**src/design/exec_consts.svh**
```systemverilog
`ifndef EXEC_CONSTS_SVH
`define EXEC_CONSTS_SVH

// data path width
`define XLEN 32

// major opcodes handled by the execute stage
`define OPC_OP    7'b0110011
`define OPC_OPIMM 7'b0010011
`define OPC_LOAD  7'b0000011
`define OPC_LUI   7'b0110111

// one quotient bit per step
`define DIV_ITER 32

`endif

```
**src/design/definitions.sv**
```systemverilog
package definitions;

    // decode class chosen from the opcode
    typedef enum logic [1:0] {
        TYPE_R,
        TYPE_I,
        DEF_ADD,
        PASS_S1
    } aluOp_t;

    // operations for the integer ALU and the M unit
    typedef enum logic [4:0] {
        ADD, SUB, SLL, SLT, SLTU, XOR, SRL, SRA, OR, AND, FWD,
        MUL, MULH, MULHSU, MULHU,
        DIV, DIVU, REM, REMU
    } aluOperation_t;

    typedef enum logic {
        LOW  = 1'b0,
        HIGH = 1'b1
    } flag_t;

    // one instruction word, seen as R-type or as I/U-type
    typedef union packed {
        struct packed {
            logic [6:0] funct7;
            logic [4:0] rs2;
            logic [4:0] rs1;
            logic [2:0] funct3;
            logic [4:0] rd;
            logic [6:0] opcode;
        } rType;
        struct packed {
            logic [11:0] imm;
            logic [4:0]  rs1;
            logic [2:0]  funct3;
            logic [4:0]  rd;
            logic [6:0]  opcode;
        } iuType;
    } instrWord_t;

    function automatic logic isMulDiv(aluOperation_t op);
        return op inside {MUL, MULH, MULHSU, MULHU, DIV, DIVU, REM, REMU};
    endfunction

endpackage

```
**src/design/aluOpDecoder.sv**
```systemverilog
`timescale 1ns/1ps
`include "exec_consts.svh"

module aluOpDecoder
    import definitions::*;
(
    input  aluOp_t         aluOp,
    input  logic [6:0]     funct7,
    input  logic [2:0]     funct3,
    output aluOperation_t  opSel,
    output flag_t          error
);

    // funct7 groups
    localparam logic [6:0] f7Base   = 7'd0;
    localparam logic [6:0] f7MulDiv = 7'd1;
    localparam logic [6:0] f7Alt    = 7'd32;

    // base funct3 codes
    localparam logic [2:0] f3AddSub = 3'd0;
    localparam logic [2:0] f3Sll    = 3'd1;
    localparam logic [2:0] f3Slt    = 3'd2;
    localparam logic [2:0] f3Sltu   = 3'd3;
    localparam logic [2:0] f3Xor    = 3'd4;
    localparam logic [2:0] f3SrlSra = 3'd5;
    localparam logic [2:0] f3Or     = 3'd6;
    localparam logic [2:0] f3And    = 3'd7;

    // M extension funct3 codes
    localparam logic [2:0] f3Mul    = 3'd0;
    localparam logic [2:0] f3Mulh   = 3'd1;
    localparam logic [2:0] f3Mulhsu = 3'd2;
    localparam logic [2:0] f3Mulhu  = 3'd3;
    localparam logic [2:0] f3Div    = 3'd4;
    localparam logic [2:0] f3Divu   = 3'd5;
    localparam logic [2:0] f3Rem    = 3'd6;
    localparam logic [2:0] f3Remu   = 3'd7;

    always_comb begin
        opSel = ADD;
        error = LOW;
        case (aluOp)
            TYPE_I: begin
                // immediate shifts and SLTIU are not supported
                case (funct3)
                    f3AddSub: opSel = ADD;
                    f3Slt:    opSel = SLT;
                    f3Xor:    opSel = XOR;
                    f3Or:     opSel = OR;
                    f3And:    opSel = AND;
                    default: begin
                        opSel = ADD;
                        error = HIGH;
                    end
                endcase
            end
            TYPE_R: begin
                case (funct7)
                    f7Base: begin
                        case (funct3)
                            f3AddSub: opSel = ADD;
                            f3Sll:    opSel = SLL;
                            f3Slt:    opSel = SLT;
                            f3Sltu:   opSel = SLTU;
                            f3Xor:    opSel = XOR;
                            f3SrlSra: opSel = SRL;
                            f3Or:     opSel = OR;
                            f3And:    opSel = AND;
                        endcase
                    end
                    f7Alt: begin
                        case (funct3)
                            f3AddSub: opSel = SUB;
                            f3SrlSra: opSel = SRA;
                            default: begin
                                opSel = ADD;
                                error = HIGH;
                            end
                        endcase
                    end
                    f7MulDiv: begin
                        case (funct3)
                            f3Mul:    opSel = MUL;
                            f3Mulh:   opSel = MULH;
                            f3Mulhsu: opSel = MULHSU;
                            f3Mulhu:  opSel = MULHU;
                            f3Div:    opSel = DIV;
                            f3Divu:   opSel = DIVU;
                            f3Rem:    opSel = REM;
                            f3Remu:   opSel = REMU;
                        endcase
                    end
                    default: begin
                        opSel = ADD;
                        error = HIGH;
                    end
                endcase
            end
            DEF_ADD: opSel = ADD;
            PASS_S1: opSel = FWD;
        endcase
    end

endmodule

```
**src/design/executeUnit.sv**
```systemverilog
`timescale 1ns/1ps
`include "exec_consts.svh"

module executeUnit
    import definitions::*;
(
    input  logic              clk,
    input  logic              arstN,
    input  logic              issue,
    input  instrWord_t        instr,
    input  logic [`XLEN-1:0]  rs1Val,
    input  logic [`XLEN-1:0]  rs2Val,
    output logic              busy,
    output logic              done,
    output logic [`XLEN-1:0]  result,
    output logic              illegal
);

    localparam logic [1:0] stIdle   = 2'd0;
    localparam logic [1:0] stDecode = 2'd1;
    localparam logic [1:0] stWaitM  = 2'd2;
    localparam logic [1:0] stFinish = 2'd3;

    logic [1:0] state;
    instrWord_t instrReg;
    logic [`XLEN-1:0] rs1Reg, rs2Reg, immVal, opA, opB, aluResult, mdResult;
    aluOp_t aluOp;
    aluOperation_t opSel;
    flag_t badOpcode, error;
    logic useImm, isIllegal, start, mdDone, issueOk;

    mainDecoder i_mainDecoder (
        .instr(instrReg), .aluOp(aluOp), .useImm(useImm), .immVal(immVal),
        .badOpcode(badOpcode)
    );

    aluOpDecoder i_aluOpDecoder (
        .aluOp(aluOp), .funct7(instrReg.rType.funct7), .funct3(instrReg.rType.funct3),
        .opSel(opSel), .error(error)
    );

    intAlu i_intAlu (.opSel(opSel), .opA(opA), .opB(opB), .aluResult(aluResult));

    mulDivUnit i_mulDivUnit (
        .clk(clk), .arstN(arstN), .start(start), .opSel(opSel), .opA(opA), .opB(opB),
        .mdDone(mdDone), .mdResult(mdResult)
    );

    // LUI forwards its immediate through opA
    assign opA       = (aluOp == PASS_S1) ? immVal : rs1Reg;
    assign opB       = useImm ? immVal : rs2Reg;
    assign isIllegal = (badOpcode == HIGH) || (error == HIGH);
    assign busy      = (state == stDecode) || (state == stWaitM);
    assign done      = (state == stFinish);
    assign issueOk   = issue && !busy;
    assign start     = (state == stDecode) && !isIllegal && isMulDiv(opSel);

    always_ff @(posedge clk) begin
        if (issueOk) begin
            instrReg <= instr;
            rs1Reg   <= rs1Val;
            rs2Reg   <= rs2Val;
        end
    end

    always_ff @(posedge clk or negedge arstN) begin
        if (!arstN) begin
            state   <= stIdle;
            result  <= '0;
            illegal <= 1'b0;
        end else if (issueOk) begin
            state <= stDecode;
        end else begin
            case (state)
                stDecode: begin
                    if (isIllegal) begin
                        result  <= '0;
                        illegal <= 1'b1;
                        state   <= stFinish;
                    end else if (isMulDiv(opSel)) begin
                        state <= stWaitM;
                    end else begin
                        result  <= aluResult;
                        illegal <= 1'b0;
                        state   <= stFinish;
                    end
                end
                stWaitM: begin
                    if (mdDone) begin
                        result  <= mdResult;
                        illegal <= 1'b0;
                        state   <= stFinish;
                    end
                end
                default: state <= stIdle;
            endcase
        end
    end

    noIssueWhileBusy: assert property (@(posedge clk) disable iff (!arstN)
        issue |-> !busy)
        else $error("issue raised while the unit was busy");

    doneAfterBusy: assert property (@(posedge clk) disable iff (!arstN)
        done |-> $past(busy))
        else $error("done without a busy cycle before it");

    donePulse: assert property (@(posedge clk) disable iff (!arstN)
        done |=> !done)
        else $error("done held longer than one cycle");

endmodule

```
**src/design/intAlu.sv**
```systemverilog
`timescale 1ns/1ps
`include "exec_consts.svh"

module intAlu
    import definitions::*;
(
    input  aluOperation_t     opSel,
    input  logic [`XLEN-1:0]  opA,
    input  logic [`XLEN-1:0]  opB,
    output logic [`XLEN-1:0]  aluResult
);

    logic [4:0] shamt;
    logic       ltSigned;
    logic       ltUnsigned;

    // only the low five bits count for RV32 shifts
    assign shamt      = opB[4:0];
    assign ltSigned   = $signed(opA) < $signed(opB);
    assign ltUnsigned = opA < opB;

    always_comb begin
        case (opSel)
            ADD:  aluResult = opA + opB;
            SUB:  aluResult = opA - opB;
            SLL:  aluResult = opA << shamt;
            SLT:  aluResult = {{(`XLEN-1){1'b0}}, ltSigned};
            SLTU: aluResult = {{(`XLEN-1){1'b0}}, ltUnsigned};
            XOR:  aluResult = opA ^ opB;
            SRL:  aluResult = opA >> shamt;
            SRA:  aluResult = $signed(opA) >>> shamt;
            OR:   aluResult = opA | opB;
            AND:  aluResult = opA & opB;
            FWD:  aluResult = opA;
            // M ops are served by mulDivUnit
            default: aluResult = '0;
        endcase
    end

endmodule

```
**src/design/mainDecoder.sv**
```systemverilog
`timescale 1ns/1ps
`include "exec_consts.svh"

module mainDecoder
    import definitions::*;
(
    input  instrWord_t        instr,
    output aluOp_t            aluOp,
    output logic              useImm,
    output logic [`XLEN-1:0]  immVal,
    output flag_t             badOpcode
);

    logic [`XLEN-1:0] iImm;
    logic [`XLEN-1:0] uImm;

    // sign-extended I immediate
    assign iImm = {{(`XLEN-12){instr.iuType.imm[11]}}, instr.iuType.imm};
    // upper 20 bits, low 12 cleared
    assign uImm = {instr[31:12], 12'b0};

    always_comb begin
        aluOp     = TYPE_R;
        useImm    = 1'b0;
        immVal    = '0;
        badOpcode = LOW;
        case (instr.rType.opcode)
            `OPC_OP: begin
                aluOp = TYPE_R;
            end
            `OPC_OPIMM: begin
                aluOp  = TYPE_I;
                useImm = 1'b1;
                immVal = iImm;
            end
            `OPC_LOAD: begin
                // address add only
                aluOp  = DEF_ADD;
                useImm = 1'b1;
                immVal = iImm;
            end
            `OPC_LUI: begin
                // top level routes immVal into opA
                aluOp  = PASS_S1;
                immVal = uImm;
            end
            default: begin
                badOpcode = HIGH;
            end
        endcase
    end

endmodule

```
**src/design/mulDivUnit.sv**
```systemverilog
`timescale 1ns/1ps
`include "exec_consts.svh"

module mulDivUnit
    import definitions::*;
(
    input  logic              clk,
    input  logic              arstN,
    input  logic              start,
    input  aluOperation_t     opSel,
    input  logic [`XLEN-1:0]  opA,
    input  logic [`XLEN-1:0]  opB,
    output logic              mdDone,
    output logic [`XLEN-1:0]  mdResult
);

    localparam int CntW = $clog2(`DIV_ITER + 1);

    logic isMul, signedDiv, remIn, divSpecial, overflow;
    logic signA, signB;
    logic signed [`XLEN:0] mulA, mulB;
    logic signed [2*`XLEN+1:0] product;
    logic [`XLEN-1:0] absA, absB;

    logic divBusy;
    logic [CntW-1:0] divCount;
    logic [`XLEN-1:0] divQuo, divRem, divisor;
    logic negQ, negR, wantRem;
    logic [`XLEN:0] shifted, trial;
    logic [`XLEN-1:0] stepQuo, stepRem;

    assign isMul     = opSel inside {MUL, MULH, MULHSU, MULHU};
    assign signedDiv = opSel inside {DIV, REM};
    assign remIn     = opSel inside {REM, REMU};

    // sign-aware 33-bit operands give all four products
    assign signA   = (opSel == MULH || opSel == MULHSU) && opA[`XLEN-1];
    assign signB   = (opSel == MULH) && opB[`XLEN-1];
    assign mulA    = {signA, opA};
    assign mulB    = {signB, opB};
    assign product = mulA * mulB;

    // most negative value divided by minus one
    assign overflow   = signedDiv && opA == {1'b1, {(`XLEN-1){1'b0}}} && opB == '1;
    assign divSpecial = (opB == '0) || overflow;
    assign absA = (signedDiv && opA[`XLEN-1]) ? -opA : opA;
    assign absB = (signedDiv && opB[`XLEN-1]) ? -opB : opB;

    // one restoring step
    assign shifted = {divRem, divQuo[`XLEN-1]};
    assign trial   = shifted - {1'b0, divisor};
    assign stepRem = trial[`XLEN] ? shifted[`XLEN-1:0] : trial[`XLEN-1:0];
    assign stepQuo = {divQuo[`XLEN-2:0], ~trial[`XLEN]};

    always_ff @(posedge clk or negedge arstN) begin
        if (!arstN) begin
            mdDone   <= 1'b0;
            divBusy  <= 1'b0;
            divCount <= '0;
        end else begin
            mdDone <= 1'b0;
            if (start) begin
                if (isMul || divSpecial) begin
                    mdDone <= 1'b1;
                end else begin
                    divBusy  <= 1'b1;
                    divCount <= CntW'(`DIV_ITER);
                end
            end else if (divBusy) begin
                divCount <= divCount - 1'b1;
                if (divCount == 1) begin
                    divBusy <= 1'b0;
                    mdDone  <= 1'b1;
                end
            end
        end
    end

    always_ff @(posedge clk) begin
        if (start) begin
            if (isMul) begin
                mdResult <= (opSel == MUL) ? product[`XLEN-1:0] : product[2*`XLEN-1:`XLEN];
            end else if (opB == '0) begin
                mdResult <= remIn ? opA : '1;
            end else if (overflow) begin
                mdResult <= remIn ? '0 : opA;
            end else begin
                divQuo  <= absA;
                divRem  <= '0;
                divisor <= absB;
                negQ    <= signedDiv && (opA[`XLEN-1] ^ opB[`XLEN-1]);
                negR    <= signedDiv && opA[`XLEN-1];
                wantRem <= remIn;
            end
        end else if (divBusy) begin
            divQuo <= stepQuo;
            divRem <= stepRem;
            // last step, restore signs
            if (divCount == 1) begin
                if (wantRem) mdResult <= negR ? -stepRem : stepRem;
                else mdResult <= negQ ? -stepQuo : stepQuo;
            end
        end
    end

    startWhenIdle: assert property (@(posedge clk) disable iff (!arstN)
        start |-> !divBusy && isMulDiv(opSel))
        else $error("start while divide running or for a non-M operation");

    donePulse: assert property (@(posedge clk) disable iff (!arstN)
        mdDone |=> !mdDone)
        else $error("mdDone held longer than one cycle");

endmodule

```
**config.mk**
```make
export PLATFORM = sky130hd
export DESIGN_NAME = executeUnit
export DESIGN_NICKNAME = d
export VERILOG_FILES = /design/src/design/definitions.sv /design/src/design/aluOpDecoder.sv /design/src/design/executeUnit.sv /design/src/design/intAlu.sv /design/src/design/mainDecoder.sv /design/src/design/mulDivUnit.sv
export VERILOG_INCLUDE_DIRS = /design/src /design/src/design
export SDC_FILE = /design/constraint.sdc
export NUM_CORES = 2
export LEC_CHECK = 0
export BUFFER_PORTS_ARGS = -buffer_cell sky130_fd_sc_hd__buf_2
export CAP_MARGIN = 40
export CELL_PAD_IN_SITES_DETAIL_PLACEMENT = 1
export CELL_PAD_IN_SITES_GLOBAL_PLACEMENT = 2
export CORE_ASPECT_RATIO = 1.4
export CORE_MARGIN = 4
export CORE_UTILIZATION = 38
export DETAILED_ROUTE_END_ITERATION = 8
export GPL_ROUTABILITY_DRIVEN = 0
export GPL_TIMING_DRIVEN = 0
export PLACE_DENSITY_LB_ADDON = 0.1
export SLEW_MARGIN = 15
export SYNTH_ARGS = -nofsm -noshare
export SYNTH_HDL_FRONTEND = slang
export SYNTH_SLANG_ARGS = --single-unit
```
**constraint.sdc**
```tcl
create_clock -name clk -period 9.9 [get_ports clk]
set_input_delay 1.485 -clock clk [delete_from_list [all_inputs] [get_ports clk]]
set_output_delay 1.485 -clock clk [all_outputs]
set_load 0.01 [all_outputs]
```
==> summary.txt <==
Yosys
  • Synth top area share: 36.07%
  • Distinct cells, synth: 108
  • Gate count of the mapped netlist: 7290
  • Yosys warns: 0
  • Cell taking the most area after synthesis: fa_1
  • Mapped Nets: 8874
  • Synth Cell Area: 62610 sq um
  • Ys flop type: edfxtp_1
  • Avg Cell Area, Syn: 8.588 sq um
  • Number of synthesized flops with an enable pin: 222
  • Area contributors post-synth: fa_1 36%, edfxtp_1 11%, inv_1 8.0%
  • Register area share after synthesis: 12.65%
  • Yosys reg bits: 274
  • Post-synth ARST share: 15.69%

Clock network
  • CTS tree: built
  • CTS root buf: clkbuf_16
  • Clock buffer count from CTS: 28
  • Longest Clk Path Bufs: 3
  • CTS H-tree depth: 1
  • Number of clock sinks: 274
  • CTS clk-pin slew, worst paths: 0.08 ns
  • Cts hold-fix bufs: 0
  • Clk_lat worst skew: 0.64 ns

Routing
  • DRC viols: 0
  • Total number of vias: 62030
  • Vias per cell: 6.131
  • Iteration-0 DRC Markers: 6595
  • WL/cell: 36.86 um
  • DRT Pass-1 Iters: 9
  • Antenna Nets Post-Route: 0
  • DRT Wirelength: 372.9 mm

Layout
  • Commonest cells after routing, fill and taps aside: 1261 x inv_1, 1079 x fa_1, 1000 x nand2_1
  • Footprint of the multi-input gates: 50880 sq um
  • Final instance area: 77060 sq um
  • Layout cell share with drive strength beyond 1: 18.47%
  • Fillcell total: 18920
  • Sequential cell area: 7923 sq um
  • Nets: 9510
  • Leading cell type in the layout, fill and taps excluded: inv_1
  • Non-filler cells, final: 10120
  • Area Overhead vs Synth: 23.08%

Place
  • Placed instance area: 68750 sq um
  • Placed Cells incl. Taps: 9753
  • Port bufs: 128
  • Dpl hpwl: 298.1 mm

Global routing
  • GRT Util Overall: 43.42%
  • Gr ovfl total: 0
  • Largest net degree at the start of global routing: 67
  • Initial antenna violation count: 39
  • Grt met1 use: 45.07%
  • Gr busiest metal: met2
  • Grt met2 use: 66.20%
  • First-pass GRT wire length: 512.0 mm
  • GR Util met3: 16.60%
  • Number of global-route vias before repair: 64910

Timing
  • Slew margin rel.: 23.54%
  • Post-route setup slack: -0.7012 ns
  • Tightest Pin Transition: 1.118 ns
  • Max Slew Vio Count: 0
  • Fin. Hold Viols: 0
  • Setup TNS: -9.653 ns
  • RSZ-0062 raised after global routing: true
  • Setup violations, final: 25
  • Layout Skew: 0.03907 ns
  • Max Fclk: 94.33 MHz
  • Fin crit share: 107.1%
  • Tmin final: 10.60 ns

Worst setup path
  • CP endpoint kind: register
  • CP peak stage delay: 0.68 ns
  • CP dominant cell by count: fa_1
  • Reg2reg setup slack: -0.70 ns
  • Critical path class: register to register
  • CP startpoint kind: register
  • Worst EP required: 10.25 ns
  • CP max-delay cell: fa_1
  • R2R depth: 37
  • Worst-path fanout max: 10
  • Crit path DAT: 10.95 ns

Floorplan
  • Initial Utilization: 38.16%
  • Die area: 171400 sq um
  • Die W: 351.1 um
  • I/O pin cnt: 134
  • Core area: 164100 sq um
  • Std-Cell Rows: 176
  • Die height: 488.3 um

Flow run
  • Max-Cap Viols: 0

Min path
  • Worst hold path class: register to register
  • Hold path depth: 2

Outcome
  • Status: complete, but fails checks
  • Failing checks: negative setup slack
==> sequential cells by signal, summed over array words and instances, names as in the netlist, named ones only <==
name                   flops
rs1Reg                    32
instrReg                  27
i_mulDivUnit.divisor      32
i_mulDivUnit.divQuo       32
i_mulDivUnit.divRem       32
state                      2
i_mulDivUnit.negR          1
i_mulDivUnit.wantRem       1
illegal                    1
i_mulDivUnit.divBusy       1
i_mulDivUnit.negQ          1
i_mulDivUnit.mdDone        1
rs2Reg                    32
i_mulDivUnit.mdResult     32
i_mulDivUnit.divCount      6
result                    32
==> path summary, 6_finish.rpt <==
check                                  from                   endpoint
max in group asynchronous             arstN                  result[8]
worst min-delay path             result[24]                 result[24]
worst max register to register  instrReg[3]  i_mulDivUnit.mdResult[28]
worst max-delay path            instrReg[3]  i_mulDivUnit.mdResult[28]
worst min register to register   result[24]                 result[24]
min in group asynchronous             arstN                 result[27]
==> critical path: cells and delay by family (launching register included) <==
family | cells | cell delay, ns
AO/OA/AOI/OAI | 9 | 1.94
adder cells (fa/ha/maj) | 10 | 4.60
buffers and inverters | 12 | 1.81
flip-flops | 1 | 0.39
AND/OR/NAND/NOR | 6 | 1.54
==> through the flow <==
stage	util (%)	hold slack, ns	setup WS [ns]
after floorplan	-	0.4825	0.02122
after global placement	40.21	0.4598	-6.397
after detailed placement	41.91	0.4657	-4.491
after CTS	45.75	0.4804	-0.5208
after global routing	46.93	0.5270	-0.8537
final	46.97	0.4766	-0.7012
==> area by class of cell <==
type                       count  area share (%)
buffer                       389           3.997
antenna                       33          0.1072
tap                         2136           3.468
sequential                   274           10.28
inverter                    1351           6.832
clock buffer                  33          0.9612
timing repair buffer         646           8.037
clock inverter                19          0.2874
multi-input combinational   5236           66.03
==> synthesized netlist by cell type, types with 18 or more instances <==
library cell,instances
o22ai_1,45
buf_2,28
or4_1,18
o21bai_1,19
and3_1,28
nor4_1,32
a21oi_1,345
xnor2_1,165
nand2b_1,36
mux2i_1,169
nand3_1,66
buf_1,94
nand4_1,32
clkbuf_1,297
nand2_1,1039
o21ai_0,308
nor2_1,630
fa_1,1128
edfxtp_1,222
dfrtp_1,43
nor3_1,72
a31oi_1,48
mux2_2,18
o21a_1,27
a211oi_1,41
o31ai_1,41
a221oi_1,32
and2_1,23
ha_1,357
a21o_1,63
xor2_1,66
o211ai_1,54
nor2b_1,20
or3_1,30
o221ai_1,22
inv_1,1333
==> timing repair <==
action / CTS / global route
buffers inserted: 202 / 95
hold endpoints to repair: 0 / 0
cloned: 3 / 0
setup endpoints to repair: 32 / 31
gates resized for setup: 941 / 248
pin swaps: 163 / 160
==> cell families after synthesis <==
group                    count (synthesis)  share of synthesized area, %
multiplexers                           195                         3.281
adder cells (fa/ha/maj)               1485                         43.20
AND/OR/NAND/NOR                       2090                         14.25
XOR/XNOR                               231                         3.231
buffers and inverters                 1780                         10.85
AO/OA/AOI/OAI                         1235                         12.54
flip-flops                             274                         12.65
==> routing by layer <==
layer  part of all wire, %  routed length (um)  vias up
met5                 0.037                 139        -
met4                    13               48480       18
met3                    11               39480     1719
met2                    44              163500     3863
met1                    33              121300    31840
li1                      -                   -    24590
Power is not shown: default switching activity piles up to over one toggle a cycle in this logic, so the estimate is an artifact.
